===== config.mk =====
export PLATFORM = sky130hd
export DESIGN_NAME = fetch_unit
export DESIGN_NICKNAME = d
export VERILOG_FILES = /design/src/hw/fetch_pkg.sv /design/src/hw/btb_if.sv /design/src/hw/btb_array.sv /design/src/hw/btb_lookup.sv /design/src/hw/btb_update.sv /design/src/hw/fetch_unit.sv
export SDC_FILE = /design/constraint.sdc
export NUM_CORES = 2
export LEC_CHECK = 0
export BUFFER_PORTS_ARGS = -buffer_cell sky130_fd_sc_hd__buf_2
export CAP_MARGIN = 20
export CORE_MARGIN = 2
export CORE_UTILIZATION = 45
export CTS_CLUSTER_DIAMETER = 150
export CTS_CLUSTER_SIZE = 25
export DETAILED_ROUTE_END_ITERATION = 10
export HOLD_SLACK_MARGIN = 0.15
export SYNTH_ARGS = -nofsm -noshare
export SYNTH_HDL_FRONTEND = slang
export SYNTH_SLANG_ARGS = --single-unit

===== constraint.sdc =====
create_clock -name clk -period 32.2 [get_ports clk]
set_input_delay 4.83 -clock clk [delete_from_list [all_inputs] [get_ports clk]]
set_output_delay 4.83 -clock clk [all_outputs]
set_load 0.02 [all_outputs]

===== src/hw/fetch_pkg.sv =====
// BTB geometry, counter encodings and the fetch address union
`default_nettype none

package fetch_pkg;

    // ------------------------------------------------------------------------
    // Address and BTB geometry
    // ------------------------------------------------------------------------
    localparam int ADDR_W      = 32;
    localparam int OFFSET_W    = 2;
    localparam int SET_W       = 3;
    localparam int SETS        = 8;
    localparam int WAYS        = 2;
    localparam int TAG_W       = ADDR_W - SET_W - OFFSET_W;
    localparam int INSTR_BYTES = 4;

    // ------------------------------------------------------------------------
    // 2-bit saturating counter
    // ------------------------------------------------------------------------
    // Upper bit set means predict taken
    localparam int CTR_W = 2;

    localparam logic [CTR_W-1:0] CTR_RESET         = 2'b01;
    localparam logic [CTR_W-1:0] CTR_NEW_TAKEN     = 2'b10;
    localparam logic [CTR_W-1:0] CTR_NEW_NOT_TAKEN = 2'b01;

    // ------------------------------------------------------------------------
    // Fetch address, seen whole or split into BTB fields
    // ------------------------------------------------------------------------
    typedef struct packed {
        logic [TAG_W-1:0]    tag;
        logic [SET_W-1:0]    set;
        logic [OFFSET_W-1:0] offset;
    } btb_addr_fields_t;

    typedef union packed {
        logic [ADDR_W-1:0] raw;
        btb_addr_fields_t  f;
    } btb_addr_u;

endpackage

`default_nettype wire


===== src/hw/btb_if.sv =====
// BTB read-port and write-port interfaces
`timescale 1ns/1ps
`default_nettype none

// One read port: the reader picks the set, the array returns both ways
interface btb_rd_if;

    logic [fetch_pkg::SET_W-1:0]                          set;
    logic [fetch_pkg::WAYS-1:0]                           way_valid;
    logic [fetch_pkg::WAYS-1:0][fetch_pkg::TAG_W-1:0]     way_tag;
    logic [fetch_pkg::WAYS-1:0][fetch_pkg::ADDR_W-1:0]    way_target;
    logic [fetch_pkg::WAYS-1:0][fetch_pkg::CTR_W-1:0]     way_ctr;
    // Names the least recently used way of the set
    logic                                                 lru;

    modport file (
        input  set,
        output way_valid, way_tag, way_target, way_ctr, lru
    );

    modport reader (
        output set,
        input  way_valid, way_tag, way_target, way_ctr, lru
    );

endinterface

// Write port, one way per cycle plus the set's LRU bit
interface btb_wr_if;

    logic                          wr_en;
    logic [fetch_pkg::SET_W-1:0]   wr_set;
    logic                          wr_way;
    logic                          wr_valid;
    logic [fetch_pkg::TAG_W-1:0]   wr_tag;
    logic [fetch_pkg::ADDR_W-1:0]  wr_target;
    logic [fetch_pkg::CTR_W-1:0]   wr_ctr;
    logic                          lru_en;
    logic                          lru_val;

    modport writer (
        output wr_en, wr_set, wr_way, wr_valid, wr_tag, wr_target, wr_ctr,
        output lru_en, lru_val
    );

    modport file (
        input  wr_en, wr_set, wr_way, wr_valid, wr_tag, wr_target, wr_ctr,
        input  lru_en, lru_val
    );

endinterface

`default_nettype wire


===== src/hw/btb_array.sv =====
// BTB storage with two asynchronous read ports, one write port and LRU bits
`timescale 1ns/1ps
`default_nettype none

module btb_array (
    input  logic      clk,
    input  logic      rst,
    btb_rd_if.file    fetch_rd,
    btb_rd_if.file    update_rd,
    btb_wr_if.file    wr
);

    // ------------------------------------------------------------------------
    // Storage, one row per set holding every way
    // ------------------------------------------------------------------------
    logic [fetch_pkg::WAYS-1:0]                          valid_q  [fetch_pkg::SETS];
    logic [fetch_pkg::WAYS-1:0][fetch_pkg::TAG_W-1:0]    tag_q    [fetch_pkg::SETS];
    logic [fetch_pkg::WAYS-1:0][fetch_pkg::ADDR_W-1:0]   target_q [fetch_pkg::SETS];
    logic [fetch_pkg::WAYS-1:0][fetch_pkg::CTR_W-1:0]    ctr_q    [fetch_pkg::SETS];
    logic [fetch_pkg::SETS-1:0]                          lru_q;

    // ------------------------------------------------------------------------
    // Read ports
    // ------------------------------------------------------------------------
    // Fetch side
    assign fetch_rd.way_valid  = valid_q[fetch_rd.set];
    assign fetch_rd.way_tag    = tag_q[fetch_rd.set];
    assign fetch_rd.way_target = target_q[fetch_rd.set];
    assign fetch_rd.way_ctr    = ctr_q[fetch_rd.set];
    assign fetch_rd.lru        = lru_q[fetch_rd.set];

    // Update side, indexed by the branch being resolved
    assign update_rd.way_valid  = valid_q[update_rd.set];
    assign update_rd.way_tag    = tag_q[update_rd.set];
    assign update_rd.way_target = target_q[update_rd.set];
    assign update_rd.way_ctr    = ctr_q[update_rd.set];
    assign update_rd.lru        = lru_q[update_rd.set];

    // ------------------------------------------------------------------------
    // Write port
    // ------------------------------------------------------------------------
    always_ff @(posedge clk or posedge rst) begin
        if (rst) begin
            for (int s = 0; s < fetch_pkg::SETS; s++) begin
                valid_q[s]  <= '0;
                tag_q[s]    <= '0;
                target_q[s] <= '0;
                ctr_q[s]    <= {fetch_pkg::WAYS{fetch_pkg::CTR_RESET}};
            end
            lru_q <= '0;
        end else begin
            if (wr.wr_en) begin
                valid_q[wr.wr_set][wr.wr_way]  <= wr.wr_valid;
                tag_q[wr.wr_set][wr.wr_way]    <= wr.wr_tag;
                target_q[wr.wr_set][wr.wr_way] <= wr.wr_target;
                ctr_q[wr.wr_set][wr.wr_way]    <= wr.wr_ctr;
            end
            if (wr.lru_en) begin
                lru_q[wr.wr_set] <= wr.lru_val;
            end
        end
    end

endmodule

`default_nettype wire


===== src/hw/btb_lookup.sv =====
// Fetch-side BTB tag compare and prediction
`timescale 1ns/1ps
`default_nettype none

module btb_lookup (
    input  fetch_pkg::btb_addr_u         pc,
    btb_rd_if.reader                     rd,
    output logic                         predict_taken,
    output logic [fetch_pkg::ADDR_W-1:0] predict_target
);

    logic                         hit0;
    logic                         hit1;
    logic [fetch_pkg::CTR_W-1:0]  hit_ctr;
    logic [fetch_pkg::ADDR_W-1:0] hit_target;
    logic [fetch_pkg::ADDR_W-1:0] seq_pc;

    assign rd.set = pc.f.set;

    assign hit0 = rd.way_valid[0] && (rd.way_tag[0] == pc.f.tag);
    assign hit1 = rd.way_valid[1] && (rd.way_tag[1] == pc.f.tag);

    // Way 0 takes priority if both ways match
    assign hit_ctr    = hit0 ? rd.way_ctr[0]    : rd.way_ctr[1];
    assign hit_target = hit0 ? rd.way_target[0] : rd.way_target[1];

    assign seq_pc = pc.raw + fetch_pkg::ADDR_W'(fetch_pkg::INSTR_BYTES);

    always_comb begin
        if ((hit0 || hit1) && hit_ctr[fetch_pkg::CTR_W-1]) begin
            predict_taken  = 1'b1;
            predict_target = hit_target;
        end else begin
            // Miss or weak/strong not taken, fall through
            predict_taken  = 1'b0;
            predict_target = seq_pc;
        end
    end

endmodule

`default_nettype wire


===== src/hw/btb_update.sv =====
// Execute-side BTB update: hit detection, victim choice, counter and LRU
`timescale 1ns/1ps
`default_nettype none

module btb_update (
    input  logic                         update_en,
    input  fetch_pkg::btb_addr_u         update_pc,
    input  logic                         actual_taken,
    input  logic [fetch_pkg::ADDR_W-1:0] update_target,
    btb_rd_if.reader                     rd,
    btb_wr_if.writer                     wr
);

    // ------------------------------------------------------------------------
    // Saturating counter step toward the resolved outcome
    // ------------------------------------------------------------------------
    function automatic logic [fetch_pkg::CTR_W-1:0] ctr_step(
        input logic [fetch_pkg::CTR_W-1:0] ctr,
        input logic                        taken
    );
        logic [fetch_pkg::CTR_W-1:0] nxt;
        nxt = ctr;
        if (taken && ctr != '1) begin
            nxt = ctr + 1'b1;
        end else if (!taken && ctr != '0) begin
            nxt = ctr - 1'b1;
        end
        return nxt;
    endfunction

    logic                        hit0;
    logic                        hit1;
    logic                        way_sel;
    logic [fetch_pkg::CTR_W-1:0] new_ctr;

    assign rd.set = update_pc.f.set;

    assign hit0 = rd.way_valid[0] && (rd.way_tag[0] == update_pc.f.tag);
    assign hit1 = rd.way_valid[1] && (rd.way_tag[1] == update_pc.f.tag);

    // ------------------------------------------------------------------------
    // Way and counter selection
    // ------------------------------------------------------------------------
    always_comb begin
        if (hit0) begin
            way_sel = 1'b0;
            new_ctr = ctr_step(rd.way_ctr[0], actual_taken);
        end else if (hit1) begin
            way_sel = 1'b1;
            new_ctr = ctr_step(rd.way_ctr[1], actual_taken);
        end else begin
            // Allocate, filling empty ways before evicting
            if (!rd.way_valid[0]) begin
                way_sel = 1'b0;
            end else if (!rd.way_valid[1]) begin
                way_sel = 1'b1;
            end else begin
                way_sel = rd.lru;
            end
            new_ctr = actual_taken ? fetch_pkg::CTR_NEW_TAKEN
                                   : fetch_pkg::CTR_NEW_NOT_TAKEN;
        end
    end

    // ------------------------------------------------------------------------
    // Write command
    // ------------------------------------------------------------------------
    assign wr.wr_en     = update_en;
    assign wr.wr_set    = update_pc.f.set;
    assign wr.wr_way    = way_sel;
    assign wr.wr_valid  = 1'b1;
    assign wr.wr_tag    = update_pc.f.tag;
    assign wr.wr_target = update_target;
    assign wr.wr_ctr    = new_ctr;

    // The way just touched becomes MRU, so the LRU bit names the other one
    assign wr.lru_en  = update_en;
    assign wr.lru_val = ~way_sel;

endmodule

`default_nettype wire


===== src/hw/fetch_unit.sv =====
// Instruction fetch front end: PC register, next-PC choice and 2-way BTB
`timescale 1ns/1ps
`default_nettype none

module fetch_unit (
    input  logic                         clk,
    input  logic                         rst,

    // Stall from the hazard unit, low holds the PC
    input  logic                         pc_en,

    // Branch resolution from execute
    input  logic                         modify_pc_ex,
    input  logic [fetch_pkg::ADDR_W-1:0] update_pc_ex,
    input  logic                         update_btb_ex,
    input  logic [fetch_pkg::ADDR_W-1:0] pc_ex,
    input  logic [fetch_pkg::ADDR_W-1:0] jump_addr_ex,
    input  logic                         ex_branch_taken,

    // To the decode stage
    output logic [fetch_pkg::ADDR_W-1:0] pc_if,
    output logic                         predicted_taken_if,
    output logic [fetch_pkg::ADDR_W-1:0] predicted_target_if
);

    fetch_pkg::btb_addr_u         pc_q;
    fetch_pkg::btb_addr_u         upd_pc;
    logic [fetch_pkg::ADDR_W-1:0] pc_next;

    btb_rd_if fetch_rd ();
    btb_rd_if update_rd ();
    btb_wr_if upd_wr ();

    // ------------------------------------------------------------------------
    // PC register and next-PC selection
    // ------------------------------------------------------------------------
    // Lookup already gives PC + 4 when not predicting taken,
    // so its target covers both the prediction and the sequential case
    always_comb begin
        if (modify_pc_ex) begin
            pc_next = update_pc_ex;
        end else begin
            pc_next = predicted_target_if;
        end
    end

    always_ff @(posedge clk or posedge rst) begin
        if (rst) begin
            pc_q.raw <= '0;
        end else if (pc_en) begin
            pc_q.raw <= pc_next;
        end
    end

    assign pc_if      = pc_q.raw;
    assign upd_pc.raw = pc_ex;

    // ------------------------------------------------------------------------
    // BTB
    // ------------------------------------------------------------------------
    btb_lookup u_lookup (
        .pc             (pc_q),
        .rd             (fetch_rd.reader),
        .predict_taken  (predicted_taken_if),
        .predict_target (predicted_target_if)
    );

    btb_update u_update (
        .update_en     (update_btb_ex),
        .update_pc     (upd_pc),
        .actual_taken  (ex_branch_taken),
        .update_target (jump_addr_ex),
        .rd            (update_rd.reader),
        .wr            (upd_wr.writer)
    );

    btb_array u_array (
        .clk       (clk),
        .rst       (rst),
        .fetch_rd  (fetch_rd.file),
        .update_rd (update_rd.file),
        .wr        (upd_wr.file)
    );

endmodule

`default_nettype wire


==> reports/results.txt <==
The detailed router put a total of 76.2 mm of wire on met1. VDD sags by at most 0.0000460 V. The number of global-route vias before repair was 34.8k; the final sum of negative setup slack was 0 ns.

The worst setup path is of the register to output port kind. Entering global routing, the biggest net connects 161 pins. After clock tree synthesis, the setup repair step added 0 buffers.

The tools report the HPWL after detailed placement as 104 mm. The master cell of the clock root buffer is clkbuf_16. The detail route stage leaves a number of antenna-violating nets equal to 0. The flow ran to the end, and the final reports show no timing, DRC or antenna violations. Clock-pin slew was measured on the worst setup and hold paths at 0.11 ns. For the worst setup slack before clock tree synthesis, the log shows 20.00 ns. Across all setup checks in the final design, the least slack found is 19.17 ns. The top flip-flop cell by instance count after synthesis was dfrtp_1. The startpoint kind of the worst setup timing path was a register. TritonCTS built the clock tree. The synthesized netlist occupies a cell area of 0.0538 mm^2.

Headroom to the max-slew limit came out at 18.3%. The share of async-settable or async-resettable flops after synthesis is 100%, and the global router's overall resource usage is 27.6%. The share of the cycle needed by the critical path after routing works out to 40.5%.

The worst setup path is captured at an output port. The post-cts repair resize count is 0. The logs give 3 for the buffer depth of the longest clock path and 0.72 ns for the source-to-sink clock delay at the later pin of the worst-skew pair. The count of state elements after synthesis is 1032, and the routed via count is 34.8k. The clock period could shrink to 13.03 ns. In this run the worst hold path is classified as register to register.

For the post-detailed-route DRC marker count, the log shows 0. The top fanout value on the critical path is 85, and the synthesized instance count is 3971. For the number of buffers added to fix hold violations after cts, the log shows 0. The worst path arrival time is 8.20 ns, and the routability congestion estimate from global placement is 0.936. At the pin with the least slew margin, the transition time is 1.21 ns. For the number of cells in the design after placement, the log shows 5439. Number of distinct library cells after synthesis: 77.

Dividing the synthesized area by the synthesized cell count gives 13.5 um^2. For the worst setup path, the data required time is 27.37 ns. The fraction of layout instances using a drive strength above 1 works out to 35.0%. The achievable frequency is 76.8 MHz. The count of buffers inserted at the top-level ports was 164; the floorplan core area was 0.118 mm^2. Yosys printed 0 warnings.

For the wire length of the first global-routing pass, the log shows 249 mm. The tools report the max capacitance violation total as 0. The area of the die was 0.122 mm^2; the net count after synthesis was 4078. The average detailed-routed wire length per instance is 30.6 um. The tools report the number of setup violations in the final report as 0. TritonCTS sink count: 1032. The detailed route wirelength on metal3 was 11.1 mm; the number of rows created at floorplan was 126. The logs give 0.0483 ns for the clock tree skew after final layout and 48.3% for the core occupancy in the finished layout. After the last flow step, the layout net total stands at 3995.

Detailed routing placed a total of 76.1 mm of wire on met2. The die is 350 um wide. Power spread over the standard cell area amounts to 82.6 mW/mm^2. Summed over all cells, the static leakage comes to 23.8 nW. Number of endpoints with negative hold slack in the final report: 0.

For the sum of routed wire length over all layers, the log shows 169 mm. Setup repair after global routing left no endpoint under its margin. The finished layout holds 5504 standard cells, fillers aside. For the number of slew-limit violations in the final report, the log shows 0.

The area growth from synthesis to layout is 6.39%. Buffers inserted during clock tree synthesis total 47. The detailed router used layers up to and including met5.

For this run, the detailed router's first-pass iteration total came to 6. For this design the top-level I/O count stands at 167. The floorplan step set the die height to 350 um.

The clock tree synthesis step divided the H-tree into 2 levels. The number of flops mapped to enable cells by yosys was 0. The number of antenna violations at the first check in global routing was 10; the sum of overflow across all layers after global routing was 0.

The tools report the post-layout total power as 4.73 mW. In this run, the number of DRC markers left after iteration 0 of detailed routing was 3483. After detailed routing, the number of vias per cell comes to 6.32.

The sequential-to-total area share from yosys stat came out at 48.0%. For this configuration, the core starts out at a cell density of 45.4%.
==> per-layer routing <==
| layer | up-vias | GRT usage [%] |
|---|---|---|
| met2 | 1163 | 42.6 |
| li1 | 14564 | - |
| met5 | - | 0 |
| met3 | 245 | 4.51 |
| met4 | 4 | 8.43 |
| met1 | 18784 | 40.1 |
==> layout by cell type (no fill, tap or decap), drive strengths merged, types with 23 or more instances in the layout <==
master  synthesis  final
a221oi         37     37
a22oi          50     50
a32o           26     26
buf           211    253
clkbuf        174     55
dfrtp        1016   1016
mux2         1075   1075
mux2i         218    218
mux4          239    239
nand2         103    103
nand2b         73     73
nand3          23     23
nor2          120    120
nor2b          37     37
nor3           54     54
nor4           44     44
o21ai          40     40
o22ai          28     28
xnor2          66     66
xor2           41     41
==> final timing paths <==
path,cells after the start,from,end,slack [ns]
worst max register to register,13,pc_if[4],pc_if[0],24.87
worst min register to register,1,u_array.target_q[352],u_array.target_q[352],0.49
max in group asynchronous,6,rst,u_array.target_q[306],24.56
min in group asynchronous,2,rst,u_array.target_q[229],4.14
worst max-delay path,13,pc_if[4],predicted_target_if[31],19.17
worst min-delay path,1,u_array.target_q[352],u_array.target_q[352],0.49
==> registers in the layout, summed over array words and instances, names as in the netlist <==
| name | cells |
|---|---|
| u_array.target_q | 512 |
| u_array.tag_q | 432 |
| pc_if | 32 |
| u_array.ctr_q | 32 |
| u_array.valid_q | 16 |
| u_array.lru_q | 8 |
==> worst max-delay path, stage by stage, from the launching register on <==
cell	delay, ns
dfrtp_4	0.83
buf_4	0.77
buf_4	0.79
mux2_2	0.41
o22ai_1	0.28
or3_1	0.16
nand4_1	0.22
or4_1	0.61
nor4_4	0.24
buf_4	0.60
mux2i_4	0.68
buf_4	0.92
mux2i_1	0.56
buf_2	0.26
==> where the power goes <==
part           switching, mW  internal, mW  leakage (nW)
clock                  0.439         0.276         0.631
sequential             0.372          1.86          12.5
combinational          0.816         0.971          10.7
total                   1.63          3.10          23.8
==> synthesized netlist by cell type (26+ instances only) <==
master    instances  share of area (%)
nand2_1         103               0.72
a22oi_1          50               0.70
buf_1            32               0.22
nor2b_1          37               0.43
xnor2_1          66                1.1
xor2_1           41               0.67
mux4_2          239                 10
nor4_1           43               0.50
a32o_1           26               0.48
nor3_1           54               0.50
o22ai_1          28               0.33
nor2_1          120               0.84
clkbuf_1        173                1.2
a221oi_1         37               0.60
buf_2           166                1.5
mux2_2          763                 16
dfrtp_1        1016                 47
mux2i_1         218                4.1
nand2b_1         73               0.85
o21ai_0          35               0.33
mux2_1          312                6.5
==> layout make-up <==
type	instances	area [um^2]
fillers	10562	61200
multi-input cells	2536	26400
flip-flops and latches	1032	25900
well taps	1600	2000
repair buffers	253	1620
clock buffers	55	1230
inverters	18	71.3
clock inverters	3	70.1
diodes	7	17.5
==> logic make-up (layout without fill, tap and decap cells) <==
group           after synthesis  in the layout  synth area share, %
simple gates                568            568                 5.65
buf+inv                     403            329                 3.29
xor+xnor                    107            107                 1.74
mux                        1532           1532                 36.6
fa+ha+maj                     5              5                0.116
flops                      1032           1032                 48.0
compound gates              324            324                 4.60
other cells                   0              7                    0
==> through the flow <==
| step | hold WS, ns | cell area (um^2) |
|---|---|---|
| finish | 0.494 | 57200 |
| global route | 0.511 | 57200 |
| CTS | 0.499 | 57200 |
| detailed placement | 0.475 | 55900 |
| global placement | 0.468 | 55800 |
| floorplan | 0.445 | 53800 |
(Power assumes the default switching activity.)
